--- src/hw/cpuTypesPkg.sv ---
package cpuTypesPkg;

    // Data and address word
    typedef logic [31:0] word_t;

    // Raw instruction as fetched
    typedef logic [31:0] instr_t;

    typedef logic [4:0] regAddr_t;  // Index into the 32-entry register file

    // ALU operation code, values live with the ISA constants
    typedef logic [3:0] aluOp_t;

    typedef logic [2:0] immSel_t;   // I, S, B, U or J immediate format

endpackage

--- src/hw/regFile.sv ---
module regFile (
    input  logic                   CLK,
    input  logic                   arstN,
    input  logic                   we,
    input  cpuTypesPkg::regAddr_t  rs1,
    input  cpuTypesPkg::regAddr_t  rs2,
    input  cpuTypesPkg::regAddr_t  rd,
    input  cpuTypesPkg::word_t     wd,
    output cpuTypesPkg::word_t     rs1Data,
    output cpuTypesPkg::word_t     rs2Data
);
    import cpuTypesPkg::*;

    word_t regs [32];

    always_ff @(posedge CLK or negedge arstN) begin
        if (!arstN) begin
            for (int i = 0; i < 32; i++) begin
                regs[i] <= '0;
            end
        end else if (we) begin
            regs[rd] <= wd;
        end
    end

    // Asynchronous reads, no write-through needed in a single-cycle core
    assign rs1Data = regs[rs1];
    assign rs2Data = regs[rs2];

    // The decoder filters rd == 0, which keeps x0 at zero
    noWriteX0: assert property (@(posedge CLK) disable iff (!arstN)
        we |-> rd != '0)
        else $error("write to x0 reached the register file");

endmodule

--- config.mk ---
export PLATFORM = sky130hd
export DESIGN_NAME = regFile
export DESIGN_NICKNAME = d
export VERILOG_FILES = /design/src/hw/cpuTypesPkg.sv /design/src/hw/regFile.sv
export SDC_FILE = /design/constraint.sdc
export NUM_CORES = 2
export LEC_CHECK = 0
export BUFFER_PORTS_ARGS = -buffer_cell sky130_fd_sc_hd__buf_2
export CAP_MARGIN = 20
export CORE_ASPECT_RATIO = 1.25
export CORE_MARGIN = 3
export CORE_UTILIZATION = 42
export DETAILED_ROUTE_END_ITERATION = 10
export PLACE_DENSITY_LB_ADDON = 0.25
export SYNTH_ARGS = -nofsm -noshare
export SYNTH_HDL_FRONTEND = slang
export SYNTH_SLANG_ARGS = --single-unit
--- constraint.sdc ---
create_clock -name CLK -period 2.31 [get_ports CLK]
set_clock_uncertainty 0.15 [all_clocks]
set_input_delay 0.3465 -clock CLK [delete_from_list [all_inputs] [get_ports CLK]]
set_output_delay 0.3465 -clock CLK [all_outputs]
set_load 0.02 [all_outputs]
==> impl.org <==
** Logic synthesis
- After synthesis, the mean cell area works out to about 12 um2.
- Synth Instances :: 4605
- The cell area that synthesis handed to floorplanning was roughly 56000 um2.
- Yosys printed 0 warnings.
- Number of nets in the synthesized netlist :: ~4700
- Yosys mapped the design onto 28 distinct sky130hd cell types.
- Yosys reg bits :: ~1000
- Sequential element share of the synthesized area :: 45.6%

** Timing
- Setup repair after global routing could not meet its margin everywhere.
- Min Tclk post-route :: 2.70 ns
- On the final layout, the worst hold slack is about 0.12 ns.
- Final hold violation count :: 0
- Fin. max-slew vios :: 0
- Highest attainable clock frequency :: ~0.37 GHz
- At the pin with the least slew margin, the transition time is between 0.9 and 1 ns.
- Once routing completed, OpenROAD measured the worst setup slack at -0.389 ns.
- Slew headroom :: roughly 40%
- Share of the clock period used by the worst path after layout :: 117%
- Setup violations remaining at the end of the flow were counted as between 60 and 70.

** Critical path
- The startpoint identified for the worst register-to-register timing path is regs[825].
- At the worst endpoint, the arrival time is 2.20 ns.
- Data on the critical path is required at its endpoint by about 1.8 ns.
- Capturing element type of the critical path :: output port
- Crit path launch type :: register
- Setup slack of the most critical reg-to-reg path :: 1.25 ns
- Largest driver fanout on the critical path :: 3
- WS Path Type :: reg2out
- The worst register-to-register path has a depth of 2.
- The worst register-to-register path ends at regs[825].

** Route
- For this run, the detailed router's first-pass iteration total came to 5.
- Count of antenna-violating nets left after detailed routing :: 0
- After detailed routing, the number of remaining DRC violations is 0.
- Dividing the detail-routed wire length by the instance count gives between 20 and 30 um.
- Dividing the detail-routed via count by the number of cells gives a little over 6.
- For this block, the via count after detailed routing is about 40000.
- After detailed routing, the total wire length is approximately 190 mm.
- Starting DRT DRC Count :: approximately 3000

** CTS
- Clk root buf :: clkbuf_16
- The number of clock buffers added by TritonCTS is 106.
- Clock-pin slew was measured on the worst setup and hold paths at ~0.070 ns.
- CTS tree :: built
- Worst-Skew Late Latency :: 0.72 ns
- CTS built an H-tree with a depth of 3.
- The clock passes through at most 3 buffers.
- The tree built by TritonCTS fans out to 1024 sinks.

** Layout
- In the layout the commonest cells are 1024 x mux2i_1, 1024 x dfrtp_1, 987 x mux2_2.
- Biggest registers after layout :: regs (1024)
- More flip-flops sit in one register than any other, and that register is regs.
- For this run, the post-layout net count is roughly 5000.
- Finished Cell Area :: a little under 70000 um2
- # fillers :: 11466
- Area overhead of the layout relative to synthesis :: 20.2%
- Share of post-route cells with drive strength above 1 :: between 30% and 40%
- Final std cells w/o fill :: around 6700
- The register with the most flip-flops in the layout has 1024 of them.

** Run status
- The checks that failed: negative setup slack.
- The flow ran to the end, but the final reports show violations.

** Global route
- The first global-routing pass estimated 276 mm of wire.
- Summed over all layers, the global routing overflow is 0.
- Number of antenna violations at the first check in global routing :: 17
- Maximum number of pins on one net before global-route repair :: between 80 and 90
- Vias in the first global route :: 41677
- In the global route stage, overall resource usage came out at a little over a quarter.

** Min path
- Counting instances, the worst hold path has a depth of 2.
- In this run the most critical hold path is launched from wd[12].
- The worst hold path belongs to the class in2reg.
- The worst hold path terminates at regs[780].

** Placed design
- Quantity of I/O buffers inserted on ports :: 113
- The placed instances occupy a cell area of a little over 60000 um2.
- Setup Slack @ Placement :: -0.404 ns
- Number of cells in the design after placement :: between 6000 and 7000
- Final HPWL from detailed placement :: around 120 mm
- At the end of routability-driven placement, the weighted congestion stood at approximately 0.84.

** Floorplan
- Floorplan die width :: between 300 and 400 um
- The die covers about 140000 um2.
- Initial core utilization :: a little over two fifths
- I/O pin count :: about 110
- From bottom edge to top edge, the die measures a little over 400 um.
- Core area :: 133000 um2
- The floorplan has between 100 and 150 rows.

** Pwr
- VDD IR max :: 0.000578 V
- Static Leakage :: roughly 32 nW
- Final Power :: between 50 and 60 mW
- PwrDens :: 808 nW/um2

** Flow run
- Max cap viols :: 0
## report_power, final
group | internal [mW] | switching, mW
Combinational | 6.25 | 5.47
Clock | 11.1 | 7.65
Sequential | 21.5 | 2.71
Total | 38.8 | 15.8
## layout make-up
type | count | area (um2) | area share [%]
sequential | 1024 | 25600 | 37.9
clock inverter | 42 | 647 | 0.957
multi-input combinational | 3137 | 29500 | 43.7
antenna | 9 | 22.5 | 0.0333
clock buffer | 154 | 3140 | 4.64
timing repair buffer | 560 | 6480 | 9.59
tap | 1736 | 2170 | 3.21
## stage by stage
stage	setup TNS [ns]	utilization (%)
finish	-15.61	51.0
global route	-20.41	51.0
CTS	-18.83	50.8
detailed placement	-16.23	46.9
global placement	-15.60	46.9
floorplan	0	-
## critical path, cell delays in order (launching register included)
cell	delay, ns
dfrtp_1	0.41
mux2i_1	0.16
a22o_1	0.16
nor3_1	0.05
a31oi_1	0.21
nand3_1	0.19
buf_6	0.18
buf_6	0.12
## per-layer routing
| metal | vias up | routed length [um] | GRT usage, % |
|---|---|---|---|
| met1 | 21246 | 80400 | 34.9 |
| met5 | - | 38 | 0 |
| li1 | 17511 | - | - |
| met3 | 315 | 9320 | 3.45 |
| met2 | 1125 | 89300 | 43.9 |
| met4 | 6 | 6100 | 9.47 |
## cell families after synthesis
group	Yosys count	share of synthesized area, %
AOI/OAI and AO/OA	576	6.98
buffers and inverters	444	4.36
muxes	2048	38.7
and+or+nand+nor	513	4.38
DFF	1024	45.6
## cells in the mapped netlist
cell type     n  share of area, %
nor2b_1       4             0.044
a21oi_1     192               1.7
nor3b_1       1             0.013
a31oi_1      64              0.71
nand3_1     194               1.7
a22o_1      128               2.0
mux2_2      987                20
mux2i_1    1024                18
or2_2         3             0.033
mux2_1       37              0.74
and3b_1       1             0.016
nand2b_1      4             0.044
nor2_4       16              0.32
or3b_4        1             0.020
nand2_1     211               1.4
and3_1        1             0.011
buf_4        59              0.79
dfrtp_1    1024                46
a22oi_1     192               2.6
and2_1        2             0.022
nor3b_2       3             0.067
nand3b_1      4             0.053
buf_2       110              0.98
buf_1        28              0.19
nor2_1        3             0.020
clkbuf_1    190               1.3
buf_6        57               1.1
nor3_1       65              0.58
## worst max path at each step
stage	from	end	slack [ns]
6_report	regs[935]	rs1Data[7]	-0.39
5_1_grt	regs[935]	rs1Data[7]	-0.45
2_1_floorplan	rs2[1]	rs2Data[0]	0.15
4_1_cts	regs[785]	rs1Data[17]	-0.42
3_5_place_dp	rs1[0]	rs1Data[21]	-0.40
3_3_place_gp	rs1[0]	rs1Data[21]	-0.41
## what timing repair did
action,CTS,global route
hold buffers,2,0
gates cloned,0,1
pin swaps,120,87
setup endpoints to repair,64,64
gates resized for setup,300,43
endpoints found under the hold margin,964,0
setup buffers,5,16
(Power assumes the default switching activity.)
