[config.mk]
export PLATFORM = sky130hd
export DESIGN_NAME = executeUnit
export DESIGN_NICKNAME = d
export VERILOG_FILES = /design/src/hw/cpuTypesPkg.sv /design/src/hw/isaPkg.sv /design/src/hw/executeUnit.sv
export SDC_FILE = /design/constraint.sdc
export NUM_CORES = 1
export LEC_CHECK = 0
export BUFFER_PORTS_ARGS = -buffer_cell sky130_fd_sc_hd__buf_2
export CORE_AREA = 3 3 237 169
export DETAILED_ROUTE_END_ITERATION = 16
export DIE_AREA = 0 0 240 172
export PLACE_DENSITY = 0.45
export SLEW_MARGIN = 20
export SYNTH_ARGS = -nofsm -noshare
export SYNTH_HDL_FRONTEND = slang
export SYNTH_SLANG_ARGS = --single-unit
[constraint.sdc]
create_clock -name vclk -period 10.15
set_clock_uncertainty 0.2 [all_clocks]
set_input_delay 0 -clock vclk [all_inputs]
set_output_delay 0 -clock vclk [all_outputs]
set_load 0.02 [all_outputs]
[src/hw/cpuTypesPkg.sv]
package cpuTypesPkg;

    // Data and address word
    typedef logic [31:0] word_t;

    // Raw instruction as fetched
    typedef logic [31:0] instr_t;

    typedef logic [4:0] regAddr_t;  // Index into the 32-entry register file

    // ALU operation code, values live with the ISA constants
    typedef logic [3:0] aluOp_t;

    typedef logic [2:0] immSel_t;   // I, S, B, U or J immediate format

endpackage

[src/hw/isaPkg.sv]
package isaPkg;

    // Major opcodes of the supported RV32I subset
    localparam logic [6:0] opOp     = 7'b0110011;
    localparam logic [6:0] opOpImm  = 7'b0010011;
    localparam logic [6:0] opLoad   = 7'b0000011;
    localparam logic [6:0] opStore  = 7'b0100011;
    localparam logic [6:0] opBranch = 7'b1100011;
    localparam logic [6:0] opLui    = 7'b0110111;
    localparam logic [6:0] opJal    = 7'b1101111;
    localparam logic [6:0] opSystem = 7'b1110011;  // ecall

    // ALU operations
    localparam cpuTypesPkg::aluOp_t aluAdd   = 4'd0;
    localparam cpuTypesPkg::aluOp_t aluSub   = 4'd1;
    localparam cpuTypesPkg::aluOp_t aluAnd   = 4'd2;
    localparam cpuTypesPkg::aluOp_t aluOr    = 4'd3;
    localparam cpuTypesPkg::aluOp_t aluXor   = 4'd4;
    localparam cpuTypesPkg::aluOp_t aluSlt   = 4'd5;   // Signed compare
    localparam cpuTypesPkg::aluOp_t aluSll   = 4'd6;
    localparam cpuTypesPkg::aluOp_t aluSrl   = 4'd7;
    localparam cpuTypesPkg::aluOp_t aluSra   = 4'd8;
    localparam cpuTypesPkg::aluOp_t aluPassB = 4'd9;   // lui result is the immediate

    // Branch conditions in funct3
    localparam logic [2:0] f3Beq = 3'b000;
    localparam logic [2:0] f3Bne = 3'b001;
    localparam logic [2:0] f3Blt = 3'b100;
    localparam logic [2:0] f3Bge = 3'b101;

    // Core run state
    typedef enum logic [1:0] {
        stIdle,
        stRun,
        stHalt
    } coreState_t;

endpackage

[src/hw/executeUnit.sv]
module executeUnit (
    input  cpuTypesPkg::word_t   pc,
    input  cpuTypesPkg::word_t   rs1Data,
    input  cpuTypesPkg::word_t   rs2Data,
    input  cpuTypesPkg::word_t   imm,
    input  cpuTypesPkg::aluOp_t  aluOp,
    input  logic [2:0]           funct3,
    input  logic                 aluSrcImm,
    input  logic                 isBranch,
    input  logic                 isJal,
    output cpuTypesPkg::word_t   aluResult,
    output cpuTypesPkg::word_t   targetPc,
    output logic                 branchTaken
);
    import cpuTypesPkg::*;
    import isaPkg::*;

    word_t      opB;
    logic [4:0] shamt;
    logic       cond;

    assign opB   = aluSrcImm ? imm : rs2Data;
    assign shamt = opB[4:0];  // Only the low five bits shift

    always_comb begin
        case (aluOp)
            aluAdd:   aluResult = rs1Data + opB;
            aluSub:   aluResult = rs1Data - opB;
            aluAnd:   aluResult = rs1Data & opB;
            aluOr:    aluResult = rs1Data | opB;
            aluXor:   aluResult = rs1Data ^ opB;
            aluSlt:   aluResult = {31'b0, $signed(rs1Data) < $signed(opB)};
            aluSll:   aluResult = rs1Data << shamt;
            aluSrl:   aluResult = rs1Data >> shamt;
            aluSra:   aluResult = $signed(rs1Data) >>> shamt;  // Sign fills from the left
            aluPassB: aluResult = opB;
            default:  aluResult = rs1Data + opB;
        endcase
    end

    // Branch condition always compares the two registers
    always_comb begin
        case (funct3)
            f3Beq:   cond = (rs1Data == rs2Data);
            f3Bne:   cond = (rs1Data != rs2Data);
            f3Blt:   cond = ($signed(rs1Data) < $signed(rs2Data));
            f3Bge:   cond = ($signed(rs1Data) >= $signed(rs2Data));
            default: cond = 1'b0;
        endcase
    end

    assign branchTaken = isJal || (isBranch && cond);
    assign targetPc    = pc + imm;  // Same adder for B and J offsets

endmodule

==> flow_results.org <==
** Layout
- Fill cells in the final layout number 4278.
- For this run, the number of standard cells in the final layout without fillers is 2331.
- Number of nets in the finished design :: 2140
- Antenna diode count :: 0
- FF/Latch Area :: 0 sq um
- After layout, the clock buffer instance count stands at 0.
- In the final layout, the share of cells above drive strength 1 is 0.1526.
- Summing all multi-input logic gate instances after layout gives 10400 sq um.
- Sequential cells placed in the final layout were counted as 0.
- Area Overhead vs Synth :: 12.40%

** Synth
- Synth top cells by count :: a21oi_1 (180), ha_1 (162), nand2_1 (162)
- Mean post-synth cell area :: 6.582 sq um
- YS warnings :: 0
- The synthesized design spends more area on one cell type than any other, namely ha_1.
- Yosys instantiated no cell more often than a21oi_1.
- Yosys mapped the design onto 81 distinct sky130hd cell types.
- Count of mapped cells out of synthesis :: 1719
- Of the synthesized area, sequential elements account for 0.
- Summing every instance area after synthesis gives 11310 sq um.
- The share of synthesized area in the top cell type comes to 0.1791.
- Ranked by total cell area, the synthesized netlist is headed by ha_1 (18%), mux2i_1 (11%), a21oi_1 (8.0%).
- Synthesized net count :: 2022

** Global routing
- For this run, the total global-route usage over all layers was measured as 0.2646.
- Number of global-route vias before repair :: 13076
- The number of antenna violations at the first check in global routing was 1.
- Pin count of the biggest net entering global routing :: 81
- The first global-routing pass estimated 84480 um of wire.
- Total overflow reported by the global router :: 0

** CTS
- Resized cells post-CTS :: 0
- Number of buffers added for setup after CTS :: 0
- After clock tree synthesis, the flow added hold-fix buffers numbering 0.

** Floorplanning
- I/O pin cnt :: 203
- DIE HEIGHT :: 172 um
- Die X :: 240 um
- The floorplan has 60 rows.
- Starting density of the core :: 0.2967
- The core region is 38140 sq um.
- Die area :: 41280 sq um

** Power
- Leakage :: 5.977 nW
- For this design the ratio of total power to cell area is 77.01 nW/um^2.
- Maximum vdd drop :: 0.00004207 V
- Overall power consumption after layout is estimated at 0.9794 mW.

** Setup path
- For the worst setup path, the data arrival time is 5300 ps.
- Kind of capture point of the worst setup path :: output pin
- The critical path is of the primary input to output pin type.
- At the worst endpoint, the required time is 9950 ps.
- Setup crit start :: aluSrcImm
- Of all nets on the critical path, the largest fanout is 80.
- Type of origin of the critical path :: primary input

** Route
- Wire length after detailed routing :: 57090 um
- Wirelength per Cell :: 24.49 um
- DRC violation total after the first TritonRoute iteration :: 1698
- Number of iterations in the first detailed-routing pass :: 6
- Per-cell via count in the routed design :: 6.071
- DR DRC count :: 0
- Once detail routing completed, the nets flagged for antenna violations numbered 0.
- Total number of vias :: 14151

** Timing
- Final total negative setup slack :: 0 ps
- Final setup violation count :: 0
- The total count of hold-check failures in the final report is 0.
- The worst path in the final design needs a cycle of 5498 ps, including I/O delays and setup.
- Headroom to the max-slew limit came out at 0.4324.
- Setup repair after global routing left no endpoint under its margin.
- At the pin with the least slew margin, the transition time is 851.5 ps.
- Final period util :: 0.5417
- Static timing analysis puts the maximum clock frequency at 181.9 MHz.
- After layout, the worst setup slack is 4652 ps.
- The final-report max-slew violation count was 0.

** Placement
- Setup WS pre-CTS :: 4774 ps
- Port buffering added 203 buffers.
- Once detailed placement completed, the half-perimeter wirelength came to 45840 um.
- Cells after DPL :: 2331
- The congestion estimate from routability-driven global placement came to 1.022.

** Min path
- Start point of the worst hold path :: pc[0]
- Type of the worst min-delay path :: primary input to output pin

** Job
- # Max-Cap Violations :: 0

** Outcome
- Result of the run :: finished, final reports clean
==> final timing paths <==
check / cells after the start / slack (ps) / end
setup / recovery: 18 / 4650 / aluResult[31]
hold / removal: 3 / 170 / targetPc[0]
==> per-layer routing <==
metal  vias to the layer above  wire (um)  global-route usage
li1                       6606          -                   -
met1                      6836      28540              0.4256
met2                       671      22050              0.3689
met3                        38       5763             0.04401
met4                         0        739             0.02950
met5                         -          0                   0
==> cells in the final DEF (no fill, tap or decap), types with 9 or more instances in the layout <==
cell        n
o31ai_1    15
o221ai_1   14
and3_1     11
a221oi_1   19
a21oi_1   180
mux2_2      9
a31oi_1    17
inv_1     134
a21o_1     36
a211oi_1   31
nor2_1    155
nand3_1    29
a22oi_1    14
o211ai_1   38
ha_1      162
buf_2     203
nand2b_1   17
o21bai_1   19
o22ai_1    16
a211o_1     9
nor2b_1    13
mux2i_1   116
nand4_1    16
or2_2       9
o21ai_0   128
o21a_1     16
xnor2_1    28
nor3_1     37
xor2_1      9
buf_4      21
nand2_1   162
==> cells by family after synthesis <==
kind of cell / Yosys count / synth area share
AO/OA/AOI/OAI: 650 / 0.3781
XOR/XNOR: 37 / 0.02864
adder cells (fa/ha/maj): 165 / 0.1845
buffers and inverters: 247 / 0.08747
multiplexers: 136 / 0.1291
AND/OR/NAND/NOR: 484 / 0.1923
==> report_power, final <==
part | internal, mW | switching (mW) | total [mW] | leakage, nW
registers | 0 | 0 | 0 | 0
clock network | 0 | 0 | 0 | 0
logic | 0.331 | 0.649 | 0.979 | 5.98
total | 0.331 | 0.649 | 0.979 | 5.98
==> worst max-delay path, stage by stage <==
cell and delay [ps]:
buf_2 80, buf_4 530, mux2i_4 320, buf_4 680, inv_1 90, buf_4 320
ha_1 340, a211oi_1 420, o21ai_0 310, a311oi_1 520, o21a_1 270, o21a_1 170
o21ai_1 150, nand4_1 210, a311oi_1 130, or3_1 310, a31oi_1 180, buf_2 190
==> stage by stage <==
stage | util | hold slack, ps | instance area, sq um
3_3_place_gp | 0.3333 | 165.1 | 12710
5_1_grt | 0.3335 | 199.5 | 12720
4_1_cts | 0.3335 | 177.6 | 12720
3_5_place_dp | 0.3335 | 174.7 | 12720
6_report | 0.3335 | 172.9 | 12720
2_1_floorplan | - | -0.2310 | 11310
==> final cells by class <==
cell class | count | area share
well taps | 496 | 0.04880
repair buffers | 224 | 0.09229
multi-input cells | 1472 | 0.8177
inverters | 139 | 0.04122
Note: power is estimated with default switching activity, not from simulation.
