===== config.mk =====
export PLATFORM = sky130hd
export DESIGN_NAME = fetchUnit
export DESIGN_NICKNAME = d
export VERILOG_FILES = /design/src/hw/cpuTypesPkg.sv /design/src/hw/isaPkg.sv /design/src/hw/fetchUnit.sv
export SDC_FILE = /design/constraint.sdc
export NUM_CORES = 2
export LEC_CHECK = 0
export BUFFER_PORTS_ARGS = -buffer_cell sky130_fd_sc_hd__buf_4
export CAP_MARGIN = 25
export CORE_UTILIZATION = 30
export CTS_BUF_LIST = sky130_fd_sc_hd__clkbuf_4 sky130_fd_sc_hd__clkbuf_8 sky130_fd_sc_hd__clkbuf_16
export DETAILED_ROUTE_END_ITERATION = 10
export HOLD_SLACK_MARGIN = 0.06
export PLACE_DENSITY = 0.52
export SYNTH_ARGS = -nofsm -noshare
export SYNTH_HDL_FRONTEND = slang
export SYNTH_SLANG_ARGS = --single-unit

===== constraint.sdc =====
create_clock -name CLK -period 5.6 [get_ports CLK]
set_input_delay 0.28 -clock CLK [delete_from_list [all_inputs] [get_ports CLK]]
set_output_delay 0.28 -clock CLK [all_outputs]
set_load 0.02 [all_outputs]

===== src/hw/cpuTypesPkg.sv =====
package cpuTypesPkg;

    // Data and address word
    typedef logic [31:0] word_t;

    // Raw instruction as fetched
    typedef logic [31:0] instr_t;

    typedef logic [4:0] regAddr_t;  // Index into the 32-entry register file

    // ALU operation code, values live with the ISA constants
    typedef logic [3:0] aluOp_t;

    typedef logic [2:0] immSel_t;   // I, S, B, U or J immediate format

endpackage


===== src/hw/isaPkg.sv =====
package isaPkg;

    // Major opcodes of the supported RV32I subset
    localparam logic [6:0] opOp     = 7'b0110011;
    localparam logic [6:0] opOpImm  = 7'b0010011;
    localparam logic [6:0] opLoad   = 7'b0000011;
    localparam logic [6:0] opStore  = 7'b0100011;
    localparam logic [6:0] opBranch = 7'b1100011;
    localparam logic [6:0] opLui    = 7'b0110111;
    localparam logic [6:0] opJal    = 7'b1101111;
    localparam logic [6:0] opSystem = 7'b1110011;  // ecall

    // ALU operations
    localparam cpuTypesPkg::aluOp_t aluAdd   = 4'd0;
    localparam cpuTypesPkg::aluOp_t aluSub   = 4'd1;
    localparam cpuTypesPkg::aluOp_t aluAnd   = 4'd2;
    localparam cpuTypesPkg::aluOp_t aluOr    = 4'd3;
    localparam cpuTypesPkg::aluOp_t aluXor   = 4'd4;
    localparam cpuTypesPkg::aluOp_t aluSlt   = 4'd5;   // Signed compare
    localparam cpuTypesPkg::aluOp_t aluSll   = 4'd6;
    localparam cpuTypesPkg::aluOp_t aluSrl   = 4'd7;
    localparam cpuTypesPkg::aluOp_t aluSra   = 4'd8;
    localparam cpuTypesPkg::aluOp_t aluPassB = 4'd9;   // lui result is the immediate

    // Branch conditions in funct3
    localparam logic [2:0] f3Beq = 3'b000;
    localparam logic [2:0] f3Bne = 3'b001;
    localparam logic [2:0] f3Blt = 3'b100;
    localparam logic [2:0] f3Bge = 3'b101;

    // Core run state
    typedef enum logic [1:0] {
        stIdle,
        stRun,
        stHalt
    } coreState_t;

endpackage


===== src/hw/fetchUnit.sv =====
module fetchUnit #(
    parameter int imemWords = 64
) (
    input  logic                           CLK,
    input  logic                           arstN,
    input  logic                           start,
    input  logic                           isHalt,
    input  logic                           branchTaken,
    input  logic                           imemWe,
    input  logic [$clog2(imemWords)-1:0]   imemAddr,
    input  cpuTypesPkg::instr_t            imemData,
    input  cpuTypesPkg::word_t             targetPc,
    output cpuTypesPkg::word_t             pc,
    output cpuTypesPkg::instr_t            instr,
    output logic                           running,
    output logic                           halted
);
    import cpuTypesPkg::*;
    import isaPkg::*;

    localparam int idxBits = $clog2(imemWords);

    coreState_t state;
    word_t      pcNext;
    instr_t     imem [imemWords];

    always_ff @(posedge CLK or negedge arstN) begin
        if (!arstN) begin
            state <= stIdle;
        end else begin
            case (state)
                stIdle:  if (start) state <= stRun;
                stRun:   if (isHalt) state <= stHalt;
                default: state <= state;  // Halt is terminal until reset
            endcase
        end
    end

    // Taken branch or jal redirects, otherwise fall through
    assign pcNext = branchTaken ? targetPc : pc + 32'd4;

    always_ff @(posedge CLK or negedge arstN) begin
        if (!arstN) begin
            pc <= '0;
        end else if (state == stRun && !isHalt) begin
            pc <= pcNext;  // Holds on ecall so the halted pc stays put
        end
    end

    // Program load port
    always_ff @(posedge CLK) begin
        if (imemWe && state == stIdle) begin
            imem[imemAddr] <= imemData;
        end
    end

    assign instr   = imem[pc[idxBits+1:2]];  // Word index of pc
    assign running = (state == stRun);
    assign halted  = (state == stHalt);

    // Loading a running program would corrupt it
    loadOnlyIdle: assert property (@(posedge CLK) disable iff (!arstN)
        imemWe |-> state == stIdle)
        else $error("imemWe asserted while core is not idle");

endmodule


==> impl_metrics.toml <==
[logic_synthesis]
ys_ff_latch = 2082
avgSynthCellArea_um2 = 22.8
synth_commonest_cells = "2,048 x edfxtp_1, 549 x mux4_2, 118 x nor2_1"
ys_seq_area_frac = 0.777
synth_top_family_by_area = "multiplexers"
synth_most_common_cell = "edfxtp_1"
synthCells = 3518
synth_mux_area_frac = 0.173
yosys.area_share.simple = 0.0158
syn_area_um2 = 80300
synthFlopType = "edfxtp_1"
synth_top_cell_by_area = "edfxtp_1"
synth.top_cell.area_share = 0.766
ys_top_cells_by_area = "edfxtp_1 77%, mux4_2 15%, mux2i_1 1.4%"
synthAdderAreaFrac = 0.000156
synth_compound_area_frac = 0.0214
yosysWarnings = 0
yosysUniqueCellTypes = 54
synth-xor-area-share = 0
synth-edff-count = 2048
synth_fp_nets = 3595
async_flop_share = 0.0163

[sta]
tightestPinTransition_ns = 1.14
rsz0062_at_grt = "false"
fin_crit_ns = 5.05
fin_tns_setup_ns = 0
finalCritPeriodShare = 0.903
skew_ns = 0.0302
setup_viol = 0
slew_headroom = 0.236
hold_viol_final = 0
fmax_mhz = 198
slew_viol_final = 0

[setup_path]
worstPathCellList = "buf_4 > mux4_2 > mux2i_1 > nor2_1 > a211oi_1 > nor3_1 > buf_4"
crit_slowest_cell = "dfrtp_4"
timing.critical_path.mode_cell = "buf_4"
cp.depth = 7
worst-path-buf-inv = 2
cp.required_ns = 5.32
reg2reg_depth = 8
cpPeakStageDelay_ns = 0.98
crit_type = "register to output pin"
endpoint_kind = "output pin"
reg2reg_from = "pc[5]"
critPathLaunch = "pc[2]"
crit_fanout = 30
path_delay_family = "flip-flops"
startpoint_type = "register"
arrival_ns = 4.77

[cts]
cts_inserted_buffers = 213
clkSinkCount = 2082
root_buffer = "clkbuf_16"
clock_latency_ns = 0.84
cts.clk_slew.worst_paths_ns = 0.06
clockBufferDepth = 3
tritoncts = "built"
htree_levels = 4
cts_resized = 0

[power]
pwr-share-clk = 0.353
p_leak_uw = 0.0288
p_seq_frac = 0.440
p_sw_uw = 10900
swShare = 0.276
power_density_nw_per_um2 = 419
ir_worst_vdd_mv = 0.258
combPwrFrac = 0.208
p_int_uw = 28700

[status]
outcome = "complete, no violations"

[cells_and_area]
post-route-cell-area_um2 = 94500
multi_input_area_um2 = 17400
fin_cells = 7620
fin_nets = 3988
syn2layout_area_growth_pct = 17.7
seq_area_um2 = 62400
drive_above_1_share = 0.313
n_fill_cell = 24300

[placed_design]
place_congestion = 0.795
dp.cells = 7130
dp.final_hpwl_um = 128000
placed_cell_area_um2 = 86600
numPortBuffers = 141

[drt]
route.detailed.drc = 0
wire_per_inst_um = 28.4
detail-route-antenna-nets = 0
first_iter_violations = 4129
vias_per_cell = 5.04
wl_um = 217000
dr_total_vias = 38400
detail_route.first_pass.iterations = 5

[global_routing]
busiest_layer = "met2"
first_global_vias = 39100
grt_usage = 0.160
met1_usage = 0.230
grt.overflow.total = 0
grt_antenna_before_repair = 18
grtUsageMet2 = 0.253
use_met3 = 0.0256
grt_pass1_wl_um = 307000
grt_max_degree = 71

[floorplan]
die_w_um = 519
pin_count = 142
die_y_um = 519
die-area_um2 = 270000
rows = 189
core_um2 = 266000
initial_core_util = 0.302

[hold_path]
hp-class = "primary input to register"
holdPathStages = 1
worstHoldStart = "imemData[22]"

[flow_run]
drv_cap = 0
## layout by cell type, fill, tap and decap left out, types with 10 or more instances in the layout
cell type      count
dlygate4sd3_1     97
nor2_1            52
nor3_1            23
o22ai_1           14
o21ai_0           30
edfxtp_1        2048
clkinv_2          30
nand3_1           24
mux2i_1          116
o211ai_1          19
mux2_2            31
a21oi_1           56
a22oi_1           66
buf_4            253
nor2_4            65
clkbuf_4          59
a211oi_1          10
nand2_1           58
dfrtp_1           30
mux4_2           549
bufinv_16         11
clkbuf_16        215
clkinv_1          48
buf_12            21
## through the flow
stage / total power (uW) / util / hold slack (ns) / setup WS, ns
finish: 39600 / 0.356 / 0.101 / 0.545
global placement: 26000 / 0.325 / 0.298 / 1.43
detailed placement: 26000 / 0.326 / 0.289 / 1.44
floorplan: 22800 / - / -0.0156 / 2.69
global route: 40900 / 0.356 / 0.0911 / 0.400
CTS: 40000 / 0.356 / 0.0642 / 0.484
## state kept, by name, indices dropped and copies added, names as in the netlist
| name | cells |
|---|---|
| state | 2 |
| imem | 2048 |
| pc | 32 |
## cell families after synthesis
group                      after synthesis
AOI/OAI and AO/OA                      257
adders and majority gates                1
buffers and inverters                  205
DFF                                   2082
muxes                                  696
and+or+nand+nor                        277
## area by class of cell
cell class,instances,area share
sequential,2082,0.660
multi-input combinational,1231,0.184
clock buffer,276,0.0619
tap,3533,0.0468
timing repair buffer,375,0.0356
clock inverter,113,0.0110
inverter,8,0.000318
antenna,2,0.0000530
## routing by layer
| metal | wire length, um | vias up |
|---|---|---|
| li1 | - | 15800 |
| met1 | 97100 | 21100 |
| met2 | 103000 | 1223 |
| met3 | 12700 | 241 |
| met4 | 3990 | 2 |
| met5 | 11 | - |
## final timing paths
kind                                to  slack [ns]
setup / recovery             instr[10]        0.55
hold reg to reg               state[1]        0.53
hold / removal             imem[7][22]        0.10
max in group asynchronous        pc[5]        4.86
setup reg to reg                pc[30]        0.79
min in group asynchronous        pc[0]        0.51
## worst register-to-register path, stage by stage (launching register included)
cell and delay, ns:
dfrtp_4 0.88, buf_4 0.84, and3_1 0.44, nand4_1 0.23, nor3_1 0.83, a32oi_1 0.20
dlygate4sd3_1 0.61, o211ai_1 0.15, dlygate4sd3_1 0.56
## power by group through the flow
| stage | Clock (uW) | Sequential (uW) | Combinational [uW] |
|---|---|---|---|
| floorplan | 0 | 17600 | 5190 |
| global placement | 0 | 17700 | 8250 |
| detailed placement | 0 | 17700 | 8290 |
| CTS | 14300 | 17400 | 8390 |
| global route | 14800 | 17400 | 8650 |
| finish | 14000 | 17400 | 8220 |
## what timing repair did
item | CTS | global route
setup buffers | 0 | 0
hold buffers | 98 | 0
hold endpoints to repair | 1395 | 0
(Power assumes the default switching activity.)
