[config.mk]
export PLATFORM = sky130hd
export DESIGN_NAME = instrDecoder
export DESIGN_NICKNAME = d
export VERILOG_FILES = /design/src/hw/cpuTypesPkg.sv /design/src/hw/isaPkg.sv /design/src/hw/instrDecoder.sv
export SDC_FILE = /design/constraint.sdc
export NUM_CORES = 1
export LEC_CHECK = 0
export BUFFER_PORTS_ARGS = -buffer_cell sky130_fd_sc_hd__buf_2
export CAP_MARGIN = 20
export CORE_MARGIN = 5
export CORE_UTILIZATION = 34
export DETAILED_ROUTE_END_ITERATION = 6
export PLACE_DENSITY = 0.81
export RECOVER_POWER = 100
export SLEW_MARGIN = 10
export SYNTH_ARGS = -nofsm -noshare
export SYNTH_HDL_FRONTEND = slang
export SYNTH_SLANG_ARGS = --single-unit
export TNS_END_PERCENT = 100
[constraint.sdc]
create_clock -name vclk -period 1.5
set_input_delay 0.225 -clock vclk [all_inputs]
set_output_delay 0.225 -clock vclk [all_outputs]
set_load 0.02 [all_outputs]
[src/hw/cpuTypesPkg.sv]
package cpuTypesPkg;

    // Data and address word
    typedef logic [31:0] word_t;

    // Raw instruction as fetched
    typedef logic [31:0] instr_t;

    typedef logic [4:0] regAddr_t;  // Index into the 32-entry register file

    // ALU operation code, values live with the ISA constants
    typedef logic [3:0] aluOp_t;

    typedef logic [2:0] immSel_t;   // I, S, B, U or J immediate format

endpackage

[src/hw/isaPkg.sv]
package isaPkg;

    // Major opcodes of the supported RV32I subset
    localparam logic [6:0] opOp     = 7'b0110011;
    localparam logic [6:0] opOpImm  = 7'b0010011;
    localparam logic [6:0] opLoad   = 7'b0000011;
    localparam logic [6:0] opStore  = 7'b0100011;
    localparam logic [6:0] opBranch = 7'b1100011;
    localparam logic [6:0] opLui    = 7'b0110111;
    localparam logic [6:0] opJal    = 7'b1101111;
    localparam logic [6:0] opSystem = 7'b1110011;  // ecall

    // ALU operations
    localparam cpuTypesPkg::aluOp_t aluAdd   = 4'd0;
    localparam cpuTypesPkg::aluOp_t aluSub   = 4'd1;
    localparam cpuTypesPkg::aluOp_t aluAnd   = 4'd2;
    localparam cpuTypesPkg::aluOp_t aluOr    = 4'd3;
    localparam cpuTypesPkg::aluOp_t aluXor   = 4'd4;
    localparam cpuTypesPkg::aluOp_t aluSlt   = 4'd5;   // Signed compare
    localparam cpuTypesPkg::aluOp_t aluSll   = 4'd6;
    localparam cpuTypesPkg::aluOp_t aluSrl   = 4'd7;
    localparam cpuTypesPkg::aluOp_t aluSra   = 4'd8;
    localparam cpuTypesPkg::aluOp_t aluPassB = 4'd9;   // lui result is the immediate

    // Branch conditions in funct3
    localparam logic [2:0] f3Beq = 3'b000;
    localparam logic [2:0] f3Bne = 3'b001;
    localparam logic [2:0] f3Blt = 3'b100;
    localparam logic [2:0] f3Bge = 3'b101;

    // Core run state
    typedef enum logic [1:0] {
        stIdle,
        stRun,
        stHalt
    } coreState_t;

endpackage

[src/hw/instrDecoder.sv]
module instrDecoder (
    input  cpuTypesPkg::instr_t    instr,
    output cpuTypesPkg::regAddr_t  rs1,
    output cpuTypesPkg::regAddr_t  rs2,
    output cpuTypesPkg::regAddr_t  rd,
    output cpuTypesPkg::word_t     imm,
    output cpuTypesPkg::aluOp_t    aluOp,
    output logic [2:0]             funct3,
    output logic                   aluSrcImm,
    output logic                   isBranch,
    output logic                   isJal,
    output logic                   memRead,
    output logic                   memWrite,
    output logic                   wbFromMem,
    output logic                   wbLink,
    output logic                   regWrite,
    output logic                   isHalt
);
    import cpuTypesPkg::*;
    import isaPkg::*;

    localparam immSel_t immI = 3'd0;
    localparam immSel_t immS = 3'd1;
    localparam immSel_t immB = 3'd2;
    localparam immSel_t immU = 3'd3;
    localparam immSel_t immJ = 3'd4;

    logic [6:0] opcode;
    immSel_t    immSel;
    logic       writesRd;

    // funct3 plus the alternate bit picks the ALU operation
    function automatic aluOp_t aluFromFunct(input logic [2:0] f3, input logic alt);
        case (f3)
            3'b000:  return alt ? aluSub : aluAdd;
            3'b001:  return aluSll;
            3'b010:  return aluSlt;
            3'b100:  return aluXor;
            3'b101:  return alt ? aluSra : aluSrl;
            3'b110:  return aluOr;
            3'b111:  return aluAnd;
            default: return aluAdd;  // sltu not supported
        endcase
    endfunction

    assign opcode = instr[6:0];
    assign rs1    = instr[19:15];
    assign rs2    = instr[24:20];
    assign rd     = instr[11:7];
    assign funct3 = instr[14:12];

    always_comb begin
        aluOp     = aluAdd;
        immSel    = immI;
        aluSrcImm = 1'b0;
        isBranch  = 1'b0;
        isJal     = 1'b0;
        memRead   = 1'b0;
        memWrite  = 1'b0;
        wbFromMem = 1'b0;
        wbLink    = 1'b0;
        writesRd  = 1'b0;
        isHalt    = 1'b0;
        case (opcode)
            opOp: begin
                aluOp    = aluFromFunct(funct3, instr[30]);
                writesRd = 1'b1;
            end
            opOpImm: begin
                // Bit 30 is part of the immediate except for right shifts
                aluOp     = aluFromFunct(funct3, funct3 == 3'b101 && instr[30]);
                aluSrcImm = 1'b1;
                writesRd  = 1'b1;
            end
            opLoad: begin
                aluSrcImm = 1'b1;
                memRead   = 1'b1;
                wbFromMem = 1'b1;
                writesRd  = 1'b1;
            end
            opStore: begin
                immSel    = immS;
                aluSrcImm = 1'b1;
                memWrite  = 1'b1;
            end
            opBranch: begin
                immSel   = immB;
                isBranch = 1'b1;
            end
            opLui: begin
                immSel    = immU;
                aluOp     = aluPassB;
                aluSrcImm = 1'b1;
                writesRd  = 1'b1;
            end
            opJal: begin
                immSel   = immJ;
                isJal    = 1'b1;
                wbLink   = 1'b1;   // rd gets pc + 4
                writesRd = 1'b1;
            end
            opSystem: isHalt = 1'b1;
            default: ;             // Unknown opcodes retire as no-ops
        endcase
    end

    // x0 is never written
    assign regWrite = writesRd && (rd != '0);

    always_comb begin
        case (immSel)
            immS:    imm = {{20{instr[31]}}, instr[31:25], instr[11:7]};
            immB:    imm = {{19{instr[31]}}, instr[31], instr[7], instr[30:25],
                            instr[11:8], 1'b0};
            immU:    imm = {instr[31:12], 12'b0};
            immJ:    imm = {{11{instr[31]}}, instr[31], instr[19:12], instr[20],
                            instr[30:21], 1'b0};
            default: imm = {{20{instr[31]}}, instr[31:20]};
        endcase
    end

endmodule

==> results.txt <==
vias post-DR -> 1266
Cell Int Power -> 220 uW
CP Max Fanout -> 8
Leak -> 0.944 nW
Netlist cell types -> 30
share of post-route cells with drive strength above 1 -> 0.710
CP startpoint -> instr[3]
cell area after synthesis -> 741 um^2
clock share of power -> 0
WL/cell -> 20.5 um
top-area cell type share of the netlist area -> 0.223
DIE HEIGHT -> 56.7 um
Req. time, crit path -> 1.27 ns
final worst-path cycle share -> 1.09
Port Buf Inserts -> 95
max-slew violations -> 0
failing checks -> setup timing
Area growth syn-to-layout -> 124%
antenna violations before repair -> 0
Startpoint Class -> input pin
HPWL after DPL -> 2.54 mm
row cnt -> 16
Core ar. -> 2020 um^2
RSZ-0062 raised after global routing -> yes
first-pass GRT wire length -> 5.56 mm
kind of critical path -> in2out
met2 Use GR -> 0.421
final net count -> 234
Seq pwr share -> 0
All-Layer GR Usage -> 0.205
GR peak layer -> met2
PwrDens -> 294 nW/um^2
hold_buf cts -> 0
GRT met1 Usage -> 0.220
Worst Hold Class -> in2out
clkbuf count -> 0
largest net degree at the start of global routing -> 16
Die ar. -> 3210 um^2
Setup crit end -> imm[17]
Fillers -> 117
Antenna Nets Post-Route -> 0
diode count -> 0
via/cell ratio -> 5.58
sequential fraction of the synthesis area -> 0
combinational power share -> 1.000
Starting Density -> 0.366
Max VDD drop -> 0.199 mV
gpl congestion -> 0.795
Reg area -> 0 um^2
Seq cells -> 0
GRT overflow -> 0
Final setup viols -> 28
Hold Vio Cnt, Final -> 0
Min Hold Slack -> 0.699 ns
routed wire length -> 4.66 mm
Rel. slew slack -> 0.745
vias in the first global route -> 1150
f_max -> 612 MHz
met3 usage -> 0.0252
most frequent cell after synthesis -> buf_4
I/O pins -> 95
Avg Synthesized Cell Area -> 7.05 um^2
YS warnings -> 0
synth top area cells -> buf_4 (22%), a21o_1 (20%), nor2b_1 (7.6%), a22o_1 (4.7%), nand4bb_4 (3.7%)
Synth Net Count -> 137
worst-margin pin slew -> 0.380 ns
Starting DRT DRC Count -> 62
most frequent cells after synthesis -> buf_4 (22), a21o_1 (20), nor2b_1 (9)
Finished Core Util -> 0.821
outcome -> finished, violations left
hold_sp -> instr[15]
switch share -> 0.550
Max Cap Viol -> 0
worst setup margin -> -0.135 ns
Post-Synthesis Cells -> 105
worst path arrival time -> 1.41 ns
DRC -> 0
DR pass1 iterations -> 4
Yosys top cell by area -> buf_4
Die Span X -> 56.7 um
crit path capture type -> primary output
Psw -> 269 uW
min cycle time layout -> 1.63 ns
==> cells in the final DEF (no fill, tap or decap), types with 2 or more instances in the layout <==
| cell | Yosys | routed |
|---|---|---|
| buf_4 | 22 | 26 |
| nor2_4 | 0 | 4 |
| nand2b_4 | 1 | 2 |
| a22o_1 | 4 | 4 |
| nor2_1 | 7 | 3 |
| clkbuf_1 | 1 | 2 |
| nor2b_1 | 9 | 7 |
| nor3_1 | 5 | 3 |
| nand2_1 | 6 | 5 |
| nor3_4 | 0 | 3 |
| o21ai_1 | 0 | 2 |
| buf_8 | 0 | 4 |
| buf_6 | 1 | 34 |
| a21o_1 | 20 | 20 |
| a31oi_1 | 3 | 3 |
| a21oi_2 | 1 | 3 |
| nor2b_4 | 0 | 2 |
| buf_2 | 3 | 54 |
| nand3b_1 | 2 | 2 |
==> logic make-up after synthesis <==
group           count (synthesis)  share of synthesized area
compound gates                 37                      0.363
buf+inv                        28                      0.269
simple gates                   40                      0.368
==> power by group through the flow <==
stage	combinational, mW	sequential (mW)	clock (mW)
after global placement	0.361	0	0
after detailed placement	0.370	0	0
after global routing	0.510	0	0
after floorplan	0.232	0	0
after CTS	0.444	0	0
final	0.489	0	0
==> metrics by stage <==
stage | setup TNS, ns | worst slack (ns) | area (um^2) | std cells | power (mW)
final | -1.46 | -0.135 | 1660 | 227 | 0.489
after global routing | -2.19 | -0.166 | 1660 | 227 | 0.510
after CTS | -0.833 | -0.0898 | 1510 | 223 | 0.444
after detailed placement | -3.60 | -0.167 | 1210 | 219 | 0.370
after global placement | -2.72 | -0.115 | 1210 | 219 | 0.361
after floorplan | -0.0566 | -0.0566 | 754 | 105 | 0.232
==> repair_timing <==
action                                  CTS  global route
buffers inserted                          4             2
endpoints found under the setup margin   30            40
pin swaps                                21            13
gates cloned                              0             2
resized for setup                        76            29
hold endpoints to repair                  0             0
==> routing by layer <==
layer	vias to the layer above	routed length, um
li1	556	-
met3	12	394
met2	93	2480
met4	0	152
met1	605	1640
met5	-	0
==> critical path, cell delays in order <==
cell	delay [ns]
buf_8	0.11
or3b_4	0.40
a21oi_4	0.22
buf_6	0.17
a21o_1	0.16
buf_6	0.13
==> how the worst min path moves through the flow <==
stage | endpoint | slack [ns] | cells past startpoint
after floorplan | memRead | 0.50 | 1
after global placement | rs1[4] | 0.68 | 2
after detailed placement | rs1[2] | 0.69 | 2
after CTS | rs1[2] | 0.69 | 2
after global routing | rd[4] | 0.71 | 2
final | rs1[0] | 0.70 | 2
==> layout make-up <==
cell class	instances	area [um^2]	area share
inverters	1	3.75	0.00226
multi-input cells	78	681	0.410
repair buffers	121	941	0.567
well taps	27	33.8	0.0204
Power figures use the tool's default switching activity.
